`src/common/hdmi_cfg.svh`:
```
// Raster timing, data island layout and fixed TMDS symbol codes, included by core and checks
`ifndef HDMI_CFG_SVH
`define HDMI_CFG_SVH

// 720x480p at 60 Hz
`define DISPLAY_WIDTH       720
`define DISPLAY_HEIGHT      480
`define FULL_WIDTH          858
`define FULL_HEIGHT         525
`define H_FRONT_PORCH       16
`define H_SYNC              62
`define V_FRONT_PORCH       9
`define V_SYNC              6

// Data island in the horizontal blanking, four control cycles after active video
`define DATA_START          724
`define DATA_PREAMBLE       8
`define DATA_GUARDBAND      2
`define DATA_SIZE           32

// Leading edge of active video
`define VIDEO_PREAMBLE      8
`define VIDEO_GUARDBAND     2

// Control period codes, indexed by the two control bits
`define CTL_CODE0           10'b1101010100
`define CTL_CODE1           10'b0010101011
`define CTL_CODE2           10'b0101010100
`define CTL_CODE3           10'b1010101011

// Guard band symbols
`define VIDEO_GUARD_SYM     10'b1011001100
`define DATA_GUARD_SYM      10'b0100110011

// Cycles from the period flags to the matching symbol on the output
`define PIPE_LATENCY        4

`endif

```
`src/common/hdmiPkg.sv`:
```
// Shared HDMI types and fixed AVI infoframe contents, referenced by scoped name from the core
`default_nettype none

package hdmiPkg;

	// One input pixel as sampled from the video source
	typedef struct packed {
		logic [7:0] red;
		logic [7:0] green;
		logic [7:0] blue;
	} rgbPixel;

	typedef struct packed {
		logic [9:0] x;
		logic [9:0] y;
	} screenPos;

	// Both syncs are active low, vSync in the upper bit to match the control pair
	typedef struct packed {
		logic vSync;
		logic hSync;
	} syncCtl;

	typedef struct packed {
		logic drawArea;
		logic videoPreamble;
		logic dataPreamble;
		logic dataGuard;
		logic dataIsland;
		logic videoGuard;
	} periodFlags;

	// ch0 is blue, ch1 green, ch2 red
	typedef struct packed {
		logic [3:0] ch2;
		logic [3:0] ch1;
		logic [3:0] ch0;
	} terc4Nibbles;

	typedef struct packed {
		logic [9:0] ch2;
		logic [9:0] ch1;
		logic [9:0] ch0;
	} tmdsSymbols;

	// AVI infoframe, type 0x82, version 2, length 13
	localparam logic [23:0] AVI_HEADER = 24'h0D0282;
	// Checksum 0x32, RGB with active format same as picture, 16:9 picture, VIC 3
	localparam logic [55:0] AVI_SUBPACKET0 = 56'h000003002A1032;

	// BCH generator taps on bits 0, 6 and 7
	localparam logic [7:0] BCH_POLY = 8'hC1;

endpackage

`default_nettype wire

```
`src/verilog/hdmiVideoTiming.sv`:
```
// Raster generator for the transmitter, giving registered syncs, period flags and position
`default_nettype none
`include "hdmi_cfg.svh"

module hdmiVideoTiming (
	input  logic                pixclk,
	input  logic                rstN,
	output hdmiPkg::syncCtl     sync,
	output hdmiPkg::periodFlags flags,
	output hdmiPkg::screenPos   pos,
	output logic                pixReq
);

	localparam logic [9:0] X_LAST = 10'(`FULL_WIDTH - 1);
	localparam logic [9:0] Y_LAST = 10'(`FULL_HEIGHT - 1);
	localparam logic [9:0] H_SYNC_START = 10'(`DISPLAY_WIDTH + `H_FRONT_PORCH);
	localparam logic [9:0] H_SYNC_END = 10'(`DISPLAY_WIDTH + `H_FRONT_PORCH + `H_SYNC);
	localparam logic [9:0] V_SYNC_LINE = 10'(`DISPLAY_HEIGHT + `V_FRONT_PORCH - 1);
	localparam logic [9:0] V_SYNC_LAST = 10'(`DISPLAY_HEIGHT + `V_FRONT_PORCH + `V_SYNC - 1);
	localparam logic [9:0] ISLAND_START = 10'(`DATA_START + `DATA_PREAMBLE);
	localparam logic [9:0] BODY_START = 10'(`DATA_START + `DATA_PREAMBLE + `DATA_GUARDBAND);
	localparam logic [9:0] TRAIL_START = 10'(BODY_START + `DATA_SIZE);
	localparam logic [9:0] ISLAND_END = 10'(TRAIL_START + `DATA_GUARDBAND);
	localparam logic [9:0] VPRE_START = 10'(`FULL_WIDTH - `VIDEO_PREAMBLE - `VIDEO_GUARDBAND);
	localparam logic [9:0] VGUARD_START = 10'(`FULL_WIDTH - `VIDEO_GUARDBAND);

	logic [9:0] x;
	logic [9:0] y;
	logic vSyncOn;
	logic vSyncOff;
	hdmiPkg::syncCtl syncNext;
	hdmiPkg::periodFlags flagsNext;

	// Free running raster position
	always_ff @(posedge pixclk) begin
		if (!rstN) begin
			x <= '0;
			y <= '0;
		end else if (x == X_LAST) begin
			x <= '0;
			y <= (y == Y_LAST) ? 10'd0 : y + 10'd1;
		end else begin
			x <= x + 10'd1;
		end
	end

	// vSync edges line up with the hSync falling edge
	assign vSyncOn = (y == V_SYNC_LINE && x >= H_SYNC_START) || y > V_SYNC_LINE;
	assign vSyncOff = (y == V_SYNC_LAST && x < H_SYNC_START) || y < V_SYNC_LAST;

	always_comb begin
		syncNext.hSync = !(x >= H_SYNC_START && x < H_SYNC_END);
		syncNext.vSync = !(vSyncOn && vSyncOff);
		flagsNext.drawArea = (x < 10'(`DISPLAY_WIDTH)) && (y < 10'(`DISPLAY_HEIGHT));
		flagsNext.dataPreamble = (x >= 10'(`DATA_START)) && (x < ISLAND_START);
		flagsNext.dataIsland = (x >= ISLAND_START) && (x < ISLAND_END);
		flagsNext.dataGuard = (x >= ISLAND_START && x < BODY_START) ||
			(x >= TRAIL_START && x < ISLAND_END);
		flagsNext.videoPreamble = (x >= VPRE_START) && (x < VGUARD_START);
		flagsNext.videoGuard = x >= VGUARD_START;
	end

	always_ff @(posedge pixclk) begin
		if (!rstN) begin
			sync <= 2'b11;
			flags <= '0;
			pos <= '0;
			pixReq <= 1'b0;
		end else begin
			sync <= syncNext;
			flags <= flagsNext;
			pos.x <= x;
			pos.y <= y;
			pixReq <= flagsNext.drawArea;
		end
	end

endmodule

`default_nettype wire

```
`src/tmds/tmdsEncoder.sv`:
```
// Two-stage TMDS 8b/10b encoder for one color channel, with control codes outside video
`default_nettype none
`include "hdmi_cfg.svh"

module tmdsEncoder (
	input  logic       pixclk,
	input  logic       rstN,
	input  logic [7:0] videoData,
	input  logic [1:0] ctlData,
	input  logic       videoEnable,
	output logic [9:0] symbol
);

	logic [8:0] qmNext;
	logic [8:0] qm;
	logic [1:0] ctlD;
	logic enD;
	logic useXnor;
	logic [3:0] bal;
	logic [3:0] disparity;
	logic [3:0] dispNext;
	logic [9:0] symNext;

	function automatic logic [3:0] countOnes(input logic [7:0] v);
		logic [3:0] n;
		n = '0;
		for (int i = 0; i < 8; i++)
			n = n + {3'b000, v[i]};
		return n;
	endfunction

	////////////////////////////////////////////////////////////
	// Stage 1: transition minimization
	////////////////////////////////////////////////////////////

	always_comb begin
		useXnor = countOnes(videoData) > (videoData[0] ? 4'd4 : 4'd3);
		qmNext[0] = videoData[0];
		for (int i = 1; i < 8; i++)
			qmNext[i] = useXnor ? ~(qmNext[i-1] ^ videoData[i]) : (qmNext[i-1] ^ videoData[i]);
		qmNext[8] = ~useXnor;
	end

	always_ff @(posedge pixclk) begin
		qm <= qmNext;
		ctlD <= ctlData;
	end

	always_ff @(posedge pixclk) begin
		if (!rstN)
			enD <= 1'b0;
		else
			enD <= videoEnable;
	end

	////////////////////////////////////////////////////////////
	// Stage 2: DC balancing
	////////////////////////////////////////////////////////////

	// Half the ones-minus-zeros count of the word, so disparity moves in steps of two bits
	assign bal = countOnes(qm[7:0]) - 4'd4;

	always_comb begin
		if (!enD) begin
			dispNext = '0;
			unique case (ctlD)
				2'b00: symNext = `CTL_CODE0;
				2'b01: symNext = `CTL_CODE1;
				2'b10: symNext = `CTL_CODE2;
				default: symNext = `CTL_CODE3;
			endcase
		end else if (bal == 4'd0 || disparity == 4'd0) begin
			if (qm[8]) begin
				symNext = {1'b0, qm[8], qm[7:0]};
				dispNext = disparity + bal;
			end else begin
				symNext = {1'b1, qm[8], ~qm[7:0]};
				dispNext = disparity - bal;
			end
		end else if (bal[3] == disparity[3]) begin
			// Same sign as the running total, so invert to pull back
			symNext = {1'b1, qm[8], ~qm[7:0]};
			dispNext = disparity + {3'b000, qm[8]} - bal;
		end else begin
			symNext = {1'b0, qm[8], qm[7:0]};
			dispNext = disparity - {3'b000, ~qm[8]} + bal;
		end
	end

	always_ff @(posedge pixclk) begin
		if (!rstN)
			disparity <= '0;
		else
			disparity <= dispNext;
	end

	always_ff @(posedge pixclk) begin
		symbol <= symNext;
	end

endmodule

`default_nettype wire

```
`src/dataIsland/islandPacketizer.sv`:
```
// Data island packet source, shifting out the AVI infoframe with BCH parity as TERC4 nibbles
`default_nettype none
`include "hdmi_cfg.svh"

module islandPacketizer (
	input  logic                 pixclk,
	input  logic                 rstN,
	input  hdmiPkg::syncCtl      sync,
	input  hdmiPkg::periodFlags  flags,
	output hdmiPkg::terc4Nibbles nibbles
);

	localparam logic [5:0] LAST_DATA = 6'(`DATA_SIZE);
	localparam logic [4:0] HDR_DATA_CYCLES = 5'(`DATA_SIZE - 8);
	localparam logic [4:0] SUB_DATA_CYCLES = 5'(`DATA_SIZE - 4);

	logic [5:0] phase;
	logic [4:0] offset;
	logic loadPkt;
	logic dataCycle;
	logic hdrPass;
	logic subPass;
	logic [23:0] header;
	logic [55:0] subPkt [4];
	logic [7:0] bchHdr;
	logic [7:0] bchSub [4];
	logic [7:0] bchHdrNext;
	logic [7:0] bchSubNext [4];
	hdmiPkg::terc4Nibbles nibNext;

	// One shift of the BCH register, feedback only while data passes through
	function automatic logic [7:0] bchStep(input logic [7:0] code, input logic dataBit,
		input logic pass);
		logic fb;
		fb = (code[7] ^ dataBit) & pass;
		return {code[6:0], 1'b0} ^ (fb ? hdmiPkg::BCH_POLY : 8'h00);
	endfunction

	////////////////////////////////////////////////////////////
	// Island phase
	////////////////////////////////////////////////////////////

	// The flags arrive one pixel ahead of the nibble being built, so phase N
	// with the island flag set means nibble N+1 of the island (guards included)
	always_ff @(posedge pixclk) begin
		if (!rstN)
			phase <= '0;
		else if (flags.dataIsland)
			phase <= phase + 6'd1;
		else
			phase <= '0;
	end

	assign offset = 5'(phase - 6'd1);
	assign loadPkt = flags.dataGuard && (phase == 6'd0);
	assign dataCycle = flags.dataIsland && (phase != 6'd0) && (phase <= LAST_DATA);
	assign hdrPass = offset < HDR_DATA_CYCLES;
	assign subPass = offset < SUB_DATA_CYCLES;

	////////////////////////////////////////////////////////////
	// Nibble forming
	////////////////////////////////////////////////////////////

	always_comb begin
		bchHdrNext = bchStep(bchHdr, header[0], hdrPass);
		for (int i = 0; i < 4; i++)
			bchSubNext[i] = bchStep(bchStep(bchSub[i], subPkt[i][0], subPass),
				subPkt[i][1], subPass);

		// Guard band pattern, also harmless outside the island
		nibNext.ch0 = {1'b1, 1'b1, sync.vSync, sync.hSync};
		nibNext.ch1 = '0;
		nibNext.ch2 = '0;
		if (dataCycle) begin
			// Bit 3 low marks the first cycle of the packet
			nibNext.ch0[3] = offset != 5'd0;
			nibNext.ch0[2] = hdrPass ? header[0] : bchHdr[7];
			for (int i = 0; i < 4; i++) begin
				nibNext.ch1[i] = subPass ? subPkt[i][0] : bchSub[i][7];
				nibNext.ch2[i] = subPass ? subPkt[i][1] : bchSub[i][6];
			end
		end
	end

	always_ff @(posedge pixclk) begin
		if (loadPkt) begin
			header <= hdmiPkg::AVI_HEADER;
			subPkt[0] <= hdmiPkg::AVI_SUBPACKET0;
			for (int i = 1; i < 4; i++)
				subPkt[i] <= '0;
			bchHdr <= '0;
			for (int i = 0; i < 4; i++)
				bchSub[i] <= '0;
		end else if (dataCycle) begin
			header <= header >> 1;
			bchHdr <= bchHdrNext;
			for (int i = 0; i < 4; i++) begin
				subPkt[i] <= subPkt[i] >> 2;
				bchSub[i] <= bchSubNext[i];
			end
		end
		nibbles <= nibNext;
	end

endmodule

`default_nettype wire

```
`src/dataIsland/terc4Encoder.sv`:
```
// Two-stage TERC4 encoder for all three channel nibbles of a data island
`default_nettype none

module terc4Encoder (
	input  logic                 pixclk,
	input  logic                 rstN,
	input  hdmiPkg::terc4Nibbles nibbles,
	output hdmiPkg::tmdsSymbols  symbols
);

	hdmiPkg::tmdsSymbols stage;

	function automatic logic [9:0] terc4Code(input logic [3:0] n);
		logic [9:0] code;
		unique case (n)
			4'h0: code = 10'b1010011100;
			4'h1: code = 10'b1001100011;
			4'h2: code = 10'b1011100100;
			4'h3: code = 10'b1011100010;
			4'h4: code = 10'b0101110001;
			4'h5: code = 10'b0100011110;
			4'h6: code = 10'b0110001110;
			4'h7: code = 10'b0100111100;
			4'h8: code = 10'b1011001100;
			4'h9: code = 10'b0100111001;
			4'hA: code = 10'b0110011100;
			4'hB: code = 10'b1011000110;
			4'hC: code = 10'b1010001110;
			4'hD: code = 10'b1001110001;
			4'hE: code = 10'b0101100011;
			default: code = 10'b1011000011;
		endcase
		return code;
	endfunction

	// Second register keeps the path as deep as the TMDS encoders
	always_ff @(posedge pixclk) begin
		if (!rstN) begin
			stage <= '0;
			symbols <= '0;
		end else begin
			stage.ch2 <= terc4Code(nibbles.ch2);
			stage.ch1 <= terc4Code(nibbles.ch1);
			stage.ch0 <= terc4Code(nibbles.ch0);
			symbols <= stage;
		end
	end

endmodule

`default_nettype wire

```
`src/verilog/symbolSelect.sv`:
```
// Output stage that picks the video, TERC4 or guard-band symbol for each TMDS channel
`default_nettype none
`include "hdmi_cfg.svh"

module symbolSelect (
	input  logic                pixclk,
	input  logic                rstN,
	input  hdmiPkg::periodFlags flags,
	input  hdmiPkg::tmdsSymbols tmdsSym,
	input  hdmiPkg::tmdsSymbols terc4Sym,
	output hdmiPkg::tmdsSymbols tmdsOut
);

	hdmiPkg::periodFlags flagsD1;
	hdmiPkg::periodFlags flagsD2;
	hdmiPkg::tmdsSymbols selNext;

	// Two stages, the depth of both encoder pipelines
	always_ff @(posedge pixclk) begin
		if (!rstN) begin
			flagsD1 <= '0;
			flagsD2 <= '0;
		end else begin
			flagsD1 <= flags;
			flagsD2 <= flagsD1;
		end
	end

	always_comb begin
		selNext = tmdsSym;
		if (flagsD2.videoGuard) begin
			selNext.ch2 = `VIDEO_GUARD_SYM;
			selNext.ch1 = `DATA_GUARD_SYM;
			selNext.ch0 = `VIDEO_GUARD_SYM;
		end else if (flagsD2.dataGuard) begin
			// Blue keeps carrying the syncs as TERC4 during the guard band
			selNext.ch2 = `DATA_GUARD_SYM;
			selNext.ch1 = `DATA_GUARD_SYM;
			selNext.ch0 = terc4Sym.ch0;
		end else if (flagsD2.dataIsland) begin
			selNext = terc4Sym;
		end
	end

	always_ff @(posedge pixclk) begin
		if (!rstN) begin
			// Idle control period with both syncs inactive
			tmdsOut.ch2 <= `CTL_CODE0;
			tmdsOut.ch1 <= `CTL_CODE0;
			tmdsOut.ch0 <= `CTL_CODE3;
		end else begin
			tmdsOut <= selNext;
		end
	end

endmodule

`default_nettype wire

```
`src/verilog/hdmiTransmitter.sv`:
```
// HDMI transmitter core top, producing three parallel TMDS symbols per pixel clock
`default_nettype none

module hdmiTransmitter (
	input  logic                pixclk,
	input  logic                rstN,
	input  hdmiPkg::rgbPixel    pixel,
	output hdmiPkg::tmdsSymbols tmdsOut,
	output hdmiPkg::screenPos   pos,
	output logic                pixReq
);

	hdmiPkg::syncCtl sync;
	hdmiPkg::periodFlags flags;
	hdmiPkg::terc4Nibbles nibbles;
	hdmiPkg::tmdsSymbols tmdsSym;
	hdmiPkg::tmdsSymbols terc4Sym;
	logic [1:0] ctlRed;
	logic [1:0] ctlGreen;

	// Preamble control bits, 0101 before a data island and 0001 before video
	assign ctlRed = {1'b0, flags.dataPreamble};
	assign ctlGreen = {1'b0, flags.dataPreamble | flags.videoPreamble};

	hdmiVideoTiming u_timing (
		.pixclk (pixclk),
		.rstN   (rstN),
		.sync   (sync),
		.flags  (flags),
		.pos    (pos),
		.pixReq (pixReq)
	);

	tmdsEncoder u_encRed (
		.pixclk      (pixclk),
		.rstN        (rstN),
		.videoData   (pixel.red),
		.ctlData     (ctlRed),
		.videoEnable (flags.drawArea),
		.symbol      (tmdsSym.ch2)
	);

	tmdsEncoder u_encGreen (
		.pixclk      (pixclk),
		.rstN        (rstN),
		.videoData   (pixel.green),
		.ctlData     (ctlGreen),
		.videoEnable (flags.drawArea),
		.symbol      (tmdsSym.ch1)
	);

	tmdsEncoder u_encBlue (
		.pixclk      (pixclk),
		.rstN        (rstN),
		.videoData   (pixel.blue),
		.ctlData     ({sync.vSync, sync.hSync}),
		.videoEnable (flags.drawArea),
		.symbol      (tmdsSym.ch0)
	);

	islandPacketizer u_packetizer (
		.pixclk  (pixclk),
		.rstN    (rstN),
		.sync    (sync),
		.flags   (flags),
		.nibbles (nibbles)
	);

	terc4Encoder u_terc4 (
		.pixclk  (pixclk),
		.rstN    (rstN),
		.nibbles (nibbles),
		.symbols (terc4Sym)
	);

	symbolSelect u_select (
		.pixclk   (pixclk),
		.rstN     (rstN),
		.flags    (flags),
		.tmdsSym  (tmdsSym),
		.terc4Sym (terc4Sym),
		.tmdsOut  (tmdsOut)
	);

endmodule

`default_nettype wire

```
`config.mk`:
```
export PLATFORM = sky130hd
export DESIGN_NAME = hdmiTransmitter
export DESIGN_NICKNAME = d
export VERILOG_FILES = /design/src/common/hdmiPkg.sv /design/src/verilog/hdmiVideoTiming.sv /design/src/tmds/tmdsEncoder.sv /design/src/dataIsland/islandPacketizer.sv /design/src/dataIsland/terc4Encoder.sv /design/src/verilog/symbolSelect.sv /design/src/verilog/hdmiTransmitter.sv
export VERILOG_INCLUDE_DIRS = /design/src /design/src/common
export SDC_FILE = /design/constraint.sdc
export NUM_CORES = 1
export LEC_CHECK = 0
export BUFFER_PORTS_ARGS = -buffer_cell sky130_fd_sc_hd__buf_2
export CAP_MARGIN = 20
export CORE_MARGIN = 1
export CORE_UTILIZATION = 55
export CTS_BUF_LIST = sky130_fd_sc_hd__clkbuf_4 sky130_fd_sc_hd__clkbuf_8
export CTS_CLUSTER_DIAMETER = 40
export CTS_CLUSTER_SIZE = 8
export DETAILED_ROUTE_END_ITERATION = 6
export HOLD_SLACK_MARGIN = 0.03
export PLACE_DENSITY = 0.76
export SLEW_MARGIN = 20
export SYNTH_ARGS = -nofsm -noshare
export SYNTH_HDL_FRONTEND = slang
export SYNTH_SLANG_ARGS = --single-unit
```
`constraint.sdc`:
```
create_clock -name pixclk -period 4.4 [get_ports pixclk]
set_input_delay 0.66 -clock pixclk [delete_from_list [all_inputs] [get_ports pixclk]]
set_output_delay 0.66 -clock pixclk [all_outputs]
set_load 0.01 [all_outputs]
```
==> results of run 1 <==
[area by class of cell]
type / count / area (um^2) / area share [%]
clock buffers: 65 / 820 / 4.79
clock inverters: 4 / 35.0 / 0.205
inverters: 146 / 548 / 3.20
multi-input cells: 1008 / 7560 / 44.2
flip-flops and latches: 322 / 7050 / 41.2
well taps: 372 / 465 / 2.72
repair buffers: 110 / 636 / 3.71
[power by group through the flow]
stage | clock [mW] | sequential (mW) | combinational [mW]
after floorplan | 0 | 3.46 | 5.67
after global placement | 0 | 3.50 | 7.09
after detailed placement | 0 | 3.50 | 7.42
after CTS | 2.30 | 3.44 | 7.54
after global routing | 2.43 | 3.48 | 8.92
final | 2.25 | 3.45 | 7.87
[synthesized netlist by cell type, drive strengths merged, types with 2 or more instances]
| library cell | number | area, um^2 |
|---|---|---|
| dfxtp | 262 | 5250 |
| inv | 146 | 548 |
| nor2 | 121 | 454 |
| ha | 106 | 1330 |
| nand2 | 104 | 390 |
| xnor2 | 67 | 594 |
| and2 | 63 | 399 |
| edfxtp | 60 | 1800 |
| a21oi | 56 | 292 |
| clkbuf | 56 | 210 |
| and3 | 53 | 332 |
| nand4 | 50 | 313 |
| nand3 | 46 | 255 |
| o21ai | 45 | 229 |
| fa | 36 | 721 |
| a211oi | 32 | 240 |
| mux2i | 31 | 310 |
| xor2 | 26 | 228 |
| o211ai | 21 | 208 |
| buf | 19 | 116 |
| nor3 | 17 | 90.1 |
| nand2b | 16 | 100 |
| nor2b | 15 | 93.8 |
| a31oi | 13 | 81.3 |
| a21o | 12 | 90.1 |
| o221ai | 9 | 116 |
| or2 | 8 | 50.1 |
| nor4 | 6 | 37.5 |
| a311oi | 5 | 43.8 |
| nand4b | 4 | 35.0 |
| a221oi | 3 | 61.3 |
| nor3b | 3 | 22.5 |
| o211a | 3 | 30.0 |
| o21bai | 3 | 22.5 |
| o22ai | 3 | 18.8 |
| o311a | 3 | 30.0 |
| o32ai | 3 | 26.3 |
| or3 | 3 | 18.8 |
| or3b | 3 | 31.3 |
| a311o | 2 | 20.0 |
| and2b | 2 | 15.0 |
| nand3b | 2 | 15.0 |
| nor4b | 2 | 32.5 |
| or4 | 2 | 15.0 |
[kinds of logic (layout without fill, tap and decap cells)]
group,Yosys count,in the layout,synth area share (%)
compound gates,220,220,10.2
xor+xnor,94,94,5.48
fa+ha+maj,142,142,13.3
buf+inv,221,325,5.68
flops,322,322,45.7
mux,31,31,2.01
simple gates,521,521,17.6
[layer usage]
layer	vias to the layer above	wire, um	GRT usage [%]	part of all wire, %
li1	5446	-	-	-
met1	5238	13600	27.5	46
met2	261	14100	35.7	48
met3	44	1280	3.29	4.4
met4	0	484	5.95	1.6
met5	-	0	0	0
[cell usage in the layout, fill, tap and decap left out, drive strengths merged, types with 16 or more instances in the layout]
master    n
xor2     26
o211ai   21
nand2b   16
edfxtp   60
a21oi    56
fa       36
buf     110
nand2   104
mux2i    31
xnor2    67
inv     147
nor3     17
ha      106
dfxtp   262
nor2    121
and2     63
nand4    50
a211oi   32
and3     53
nand3    46
clkbuf   65
o21ai    45
[flip-flops by register name, summed over array words and instances, names as in the netlist, 6 cells and up]
register	cells
u_encRed.symbol	10
u_terc4.stage	30
u_encBlue.qm	9
u_packetizer.subPkt	28
u_encRed.qm	9
u_terc4.symbols	30
u_timing.pos	20
u_timing.y	10
u_encBlue.symbol	10
u_packetizer.bchHdr	8
u_packetizer.phase	6
u_packetizer.header	20
u_encGreen.symbol	10
u_packetizer.nibbles	12
u_timing.flags	6
u_select.tmdsOut	30
u_packetizer.bchSub	32
u_encGreen.qm	9
u_timing.x	10
[timing repair]
item,4_1_cts,5_1_grt
resized for setup,4,15
buffers inserted,0,4
cloned,0,0
setup endpoints to repair,3,5
pin swaps,0,4
[worst min-delay path by stage]
stage	endpoint	slack [ns]
after detailed placement	u_packetizer.nibbles[0]	0.31
after global placement	u_packetizer.nibbles[1]	0.31
final	u_encGreen.qm[0]	0.26
after CTS	u_encGreen.qm[0]	0.23
after floorplan	u_packetizer.nibbles[0]	0.31
after global routing	u_encGreen.qm[0]	0.24
[per-stage QoR]
stage	utilization [%]	worst slack, ns
after global placement	59.4	0.0494
final	63.0	0.0657
after floorplan	-	0.00901
after global routing	63.0	-0.0715
after detailed placement	59.4	-0.0216
after CTS	62.6	0.0184
[worst max-delay path, delay by kind of cell, from the launching register on]
kind,cells,cell delay [ns]
xor+xnor,1,0.22
flops,1,0.34
buf+inv,1,0.03
fa+ha+maj,7,2.64
simple gates,1,0.13
compound gates,5,0.85
==> flow_summary.json, run 1 <==
{
  "outcome": "finished, final reports clean",
  "dp_cells": 1954,
  "placed_area_mm2": 0.0162,
  "diodes": 0,
  "grt-ovfl-total": 0,
  "switching_share_pct": 40.4,
  "routedWlPerCell_um": 14.5,
  "period_minus_slack_ns": 4.33,
  "worstRegToRegCells": 15,
  "portBuffers": 76,
  "switchingPower_mw": 5.49,
  "cts_tree": "done",
  "drv_cap": 0,
  "syn-cell-area_mm2": 0.0154,
  "hp-start": "pixel[8]",
  "peakVddDrop_mv": 0.682,
  "powerDensity_mw_per_mm2": 793,
  "crit_path_max_fanout": 3,
  "antenna_found_initial": 0,
  "fp.dieW_um": 169,
  "seq_power_share_pct": 25.4,
  "reg2reg_to": "u_encGreen.disparity[3]",
  "num_vias": 11000,
  "design_area_mm2": 0.0171,
  "via_per_inst": 5.42,
  "finalNonFillerCells": 2027,
  "arrival_ns": 4.77,
  "clkSlewWorstSetupHoldPaths_ns": 0.06,
  "reg2reg_slack_ns": 0.07,
  "clk_latency_ns": 0.55,
  "clkPwrFrac_pct": 16.6,
  "area_delta_synth_final_pct": 11.1,
  "ys_seq_area_share_pct": 45.7,
  "cts_max_path_buffers": 3,
  "crit_end": "u_encGreen.disparity[3]",
  "initial_core_util_pct": 56.7,
  "synth-main-ff-cell": "dfxtp_1",
  "hold_viol": 0,
  "hold-path-cell-count": 1,
  "timing.hold.ws_ns": 0.263,
  "clock-sinks": 322,
  "max_freq_mhz": 231,
  "crit_top_cell": "fa_1",
  "synthArstFlopShare_pct": 0,
  "grt_max_degree": 78,
  "synthCells": 1551,
  "rows": 60,
  "setup_viol": 0,
  "slowest_delay_ns": 0.50,
  "critPathCaptureType": "flip-flop",
  "grt_util_all_layers_pct": 20.9,
  "fin_crit_sh_pct": 98.5,
  "hold_path.class": "primary input to flip-flop",
  "grt_pass1_vias": 10600,
  "total_power_mw": 13.6,
  "htree_levels": 2,
  "synth-seq-cells": 322,
  "slew_headroom_pct": 43.8,
  "drt-pass1-iter-count": 5,
  "p_int_mw": 8.09,
  "synth_edf_count": 60,
  "num-nets-final": 1805,
  "die_h_um": 169,
  "drt-total-wl_um": 29400,
  "drtIter0Drc": 828,
  "reg2reg_from": "u_encGreen.qm[0]",
  "drv_slew": 0,
  "numCtsBuffers": 49,
  "synth_fp_nets": 1719,
  "tns_ns": 0,
  "worstPathCellList": "ha_4, inv_2, fa_1, fa_1, fa_2, fa_1, ha_1, nor2_2, a21oi_2, ha_1, a21o_1, a21oi_2, xor2_1, o32ai_1, a311o_1",
  "crit_type": "flip-flop to flip-flop",
  "synth.lib_cells_used.distinct": 70,
  "drc": 0,
  "grt_pass1_wl_um": 49700,
  "avgSynthCellArea_um2": 9.93,
  "io-pin-count": 77,
  "start_kind": "flip-flop",
  "fin_skew_ns": 0.0235,
  "yosys_warnings": 0,
  "worst_pin_slew_ns": 0.819,
  "drive_above_1_share_pct": 14.6,
  "cp_data_required_time_ns": 4.84,
  "postCtsHoldBufs": 0,
  "slowest_stage": "fa_1",
  "core-area_mm2": 0.0272,
  "p_leak_nw": 7.42,
  "cp-startpoint": "u_encGreen.qm[0]",
  "antenna_left": 0,
  "power.share.combinational_pct": 58.0,
  "nFillCells": 2213,
  "root_buffer": "clkbuf_8",
  "die_area_mm2": 0.0287,
  "place.gp.congestion": 0.875,
  "dpl.hpwl_um": 20400
}
No activity file was read; power rests on OpenSTA's default activity.
==> run 2, diff against run 1 <==
- clock period: 4.4 -> 3.6 ns (I/O delays scaled with it)
==> run 2 against run 1 <==
The run now ends with setup timing left; critical endpoint unchanged; largest power group unchanged; worst setup slack worse by 0.77 ns; via count up 4.1%; clock skew increased by 0.0094 ns; clock power up 26%; critical path depth stayed put; sequential power is 23% higher.
==> flow_summary.json, run 2 (synthesized netlist as in run 1, its figures left out) <==
{
  "period_minus_slack_ns": 4.30,
  "reg2reg_from": "u_encGreen.qm[0]",
  "drv_cap": 0,
  "die_h_um": 169,
  "clk_latency_ns": 0.58,
  "initial_core_util_pct": 56.7,
  "dpl.hpwl_um": 21700,
  "wl_met3_um": 1450,
  "met1_length_um": 14000,
  "largest_reg_flops": 32,
  "arrival_ns": 4.74,
  "rows": 60,
  "postCtsHoldBufs": 0,
  "via_per_inst": 5.41,
  "crit_path_max_fanout": 2,
  "drt-total-wl_um": 31500,
  "top_register": "u_packetizer.bchSub",
  "core-area_mm2": 0.0272,
  "fin_crit_sh_pct": 119,
  "antenna_found_initial": 0,
  "drive_above_1_share_pct": 23.0,
  "grt_util_all_layers_pct": 22.2,
  "finalNonFillerCells": 2117,
  "worstPathCellList": "ha_4, inv_2, fa_1, fa_1, fa_2, fa_2, ha_4, nor2_4, a21oi_2, ha_1, a21o_1, a21oi_2, xor2_1, o32ai_1, a311o_1",
  "numCtsBuffers": 50,
  "clock-sinks": 322,
  "met2_length_um": 15400,
  "rsz0062_at_grt": "true",
  "grt_max_degree": 57,
  "routedWlPerCell_um": 14.9,
  "io-pin-count": 77,
  "die_area_mm2": 0.0287,
  "grt_pass1_wl_um": 52400,
  "area_delta_synth_final_pct": 19.0,
  "cp_num_buf_inv": 1,
  "start_kind": "flip-flop",
  "drt-pass1-iter-count": 5,
  "dp_cells": 2022,
  "slowest_stage": "fa_2",
  "hold_path.class": "primary input to flip-flop",
  "portBuffers": 76,
  "drc": 0,
  "fin_skew_ns": 0.0329,
  "cp-startpoint": "u_encGreen.qm[0]",
  "powerDensity_mw_per_mm2": 1140,
  "htree_levels": 2,
  "drv_slew": 0,
  "max_freq_mhz": 233,
  "top_layer": "met4",
  "final_cell_mix": "dfxtp_1, inv_1, nor2_1",
  "drtIter0Drc": 683,
  "diodes": 0,
  "p_leak_nw": 7.93,
  "timing.hold.ws_ns": 0.238,
  "hp-start": "pixel[6]",
  "place.gp.congestion": 0.859,
  "root_buffer": "clkbuf_8",
  "num_vias": 11400,
  "cp_data_required_time_ns": 4.04,
  "num-nets-final": 1891,
  "cts_tree": "done",
  "fin_ws_ns": -0.701,
  "setup_viol": 20,
  "violations": "setup timing",
  "slew_headroom_pct": 50.3,
  "critPathCaptureType": "flip-flop",
  "grt-ovfl-total": 0,
  "fp.dieW_um": 169,
  "antenna_left": 0,
  "clkSlewWorstSetupHoldPaths_ns": 0.06,
  "critical-path-top-delay-family": "adder cells",
  "peakVddDrop_mv": 0.871,
  "hold_viol": 0,
  "outcome": "complete, but fails checks",
  "slowest_delay_ns": 0.59,
  "crit_type": "flip-flop to flip-flop",
  "grt_pass1_vias": 11200,
  "cts_max_path_buffers": 3,
  "worst_pin_slew_ns": 0.740,
  "final_common_cell": "dfxtp_1"
}
-- run 2: changes by cell type in the layout (fill, tap and decap cells not counted), moves of 12 or more --
cell	previous run	this run
buf_4	34	93
ha_4	2	16
fa_1	32	20
ha_1	104	90
buf_6	0	17
fa_2	4	16
-- run 2: final cells by class --
type,count,area [um^2]
repair buffers,193,1420
fillers,2082,8840
flip-flops and latches,322,7060
inverters,146,548
multi-input cells,1010,7940
well taps,372,465
clock buffers,65,832
clock inverters,9,73.8
-- run 2: path summary, 6_finish.rpt --
kind | to | slack, ns | depth (start not counted)
min reg2reg | u_packetizer.nibbles[1] | 0.33 | 0
max | u_encGreen.disparity[3] | -0.70 | 15
min | u_encBlue.qm[6] | 0.24 | 2
max reg2reg | u_encGreen.disparity[3] | -0.70 | 15
-- run 2: power by group --
group          switching [mW]  total [mW]  internal (mW)  leakage [nW]
registers               0.232        4.23           4.00          2.60
logic                    6.50        13.8           7.32          4.85
clock network            1.34        2.83           1.49         0.479
total                    8.07        20.9           12.8          7.93
-- run 2: worst register-to-register path, delay by kind of cell, from the launching register on --
kind | cells | cell delay (ns)
buffers and inverters | 1 | 0.03
adders and majority gates | 7 | 2.68
xor gates and xnor gates | 1 | 0.26
AOI/OAI and AO/OA | 5 | 0.81
DFF | 1 | 0.33
and+or+nand+nor | 1 | 0.07
-- run 2: through the flow --
| step | total power, mW | util [%] | setup slack (ns) | cell area (um^2) | setup TNS, ns |
|---|---|---|---|---|---|
| after floorplan | 12.1 | - | -0.590 | 15700 | -6.34 |
| after global placement | 15.4 | 62.4 | -0.635 | 17000 | -12.50 |
| after detailed placement | 16.0 | 62.4 | -0.765 | 17000 | -16.23 |
| after CTS | 20.3 | 67.2 | -0.683 | 18300 | -5.52 |
| after global routing | 22.5 | 67.5 | -0.775 | 18300 | -9.43 |
| final | 20.9 | 67.5 | -0.701 | 18300 | -5.74 |
-- run 2: routing by layer --
metal,track usage (%),up-vias
met2,37.6,299
met5,0,-
met1,28.8,5458
li1,-,5617
met3,3.87,69
met4,6.97,0
-- run 2: what timing repair did --
action | CTS | global route
buffers inserted | 15 | 10
resized for setup | 50 | 22
gates cloned | 5 | 0
pin swaps | 47 | 40
setup endpoints to repair | 39 | 40
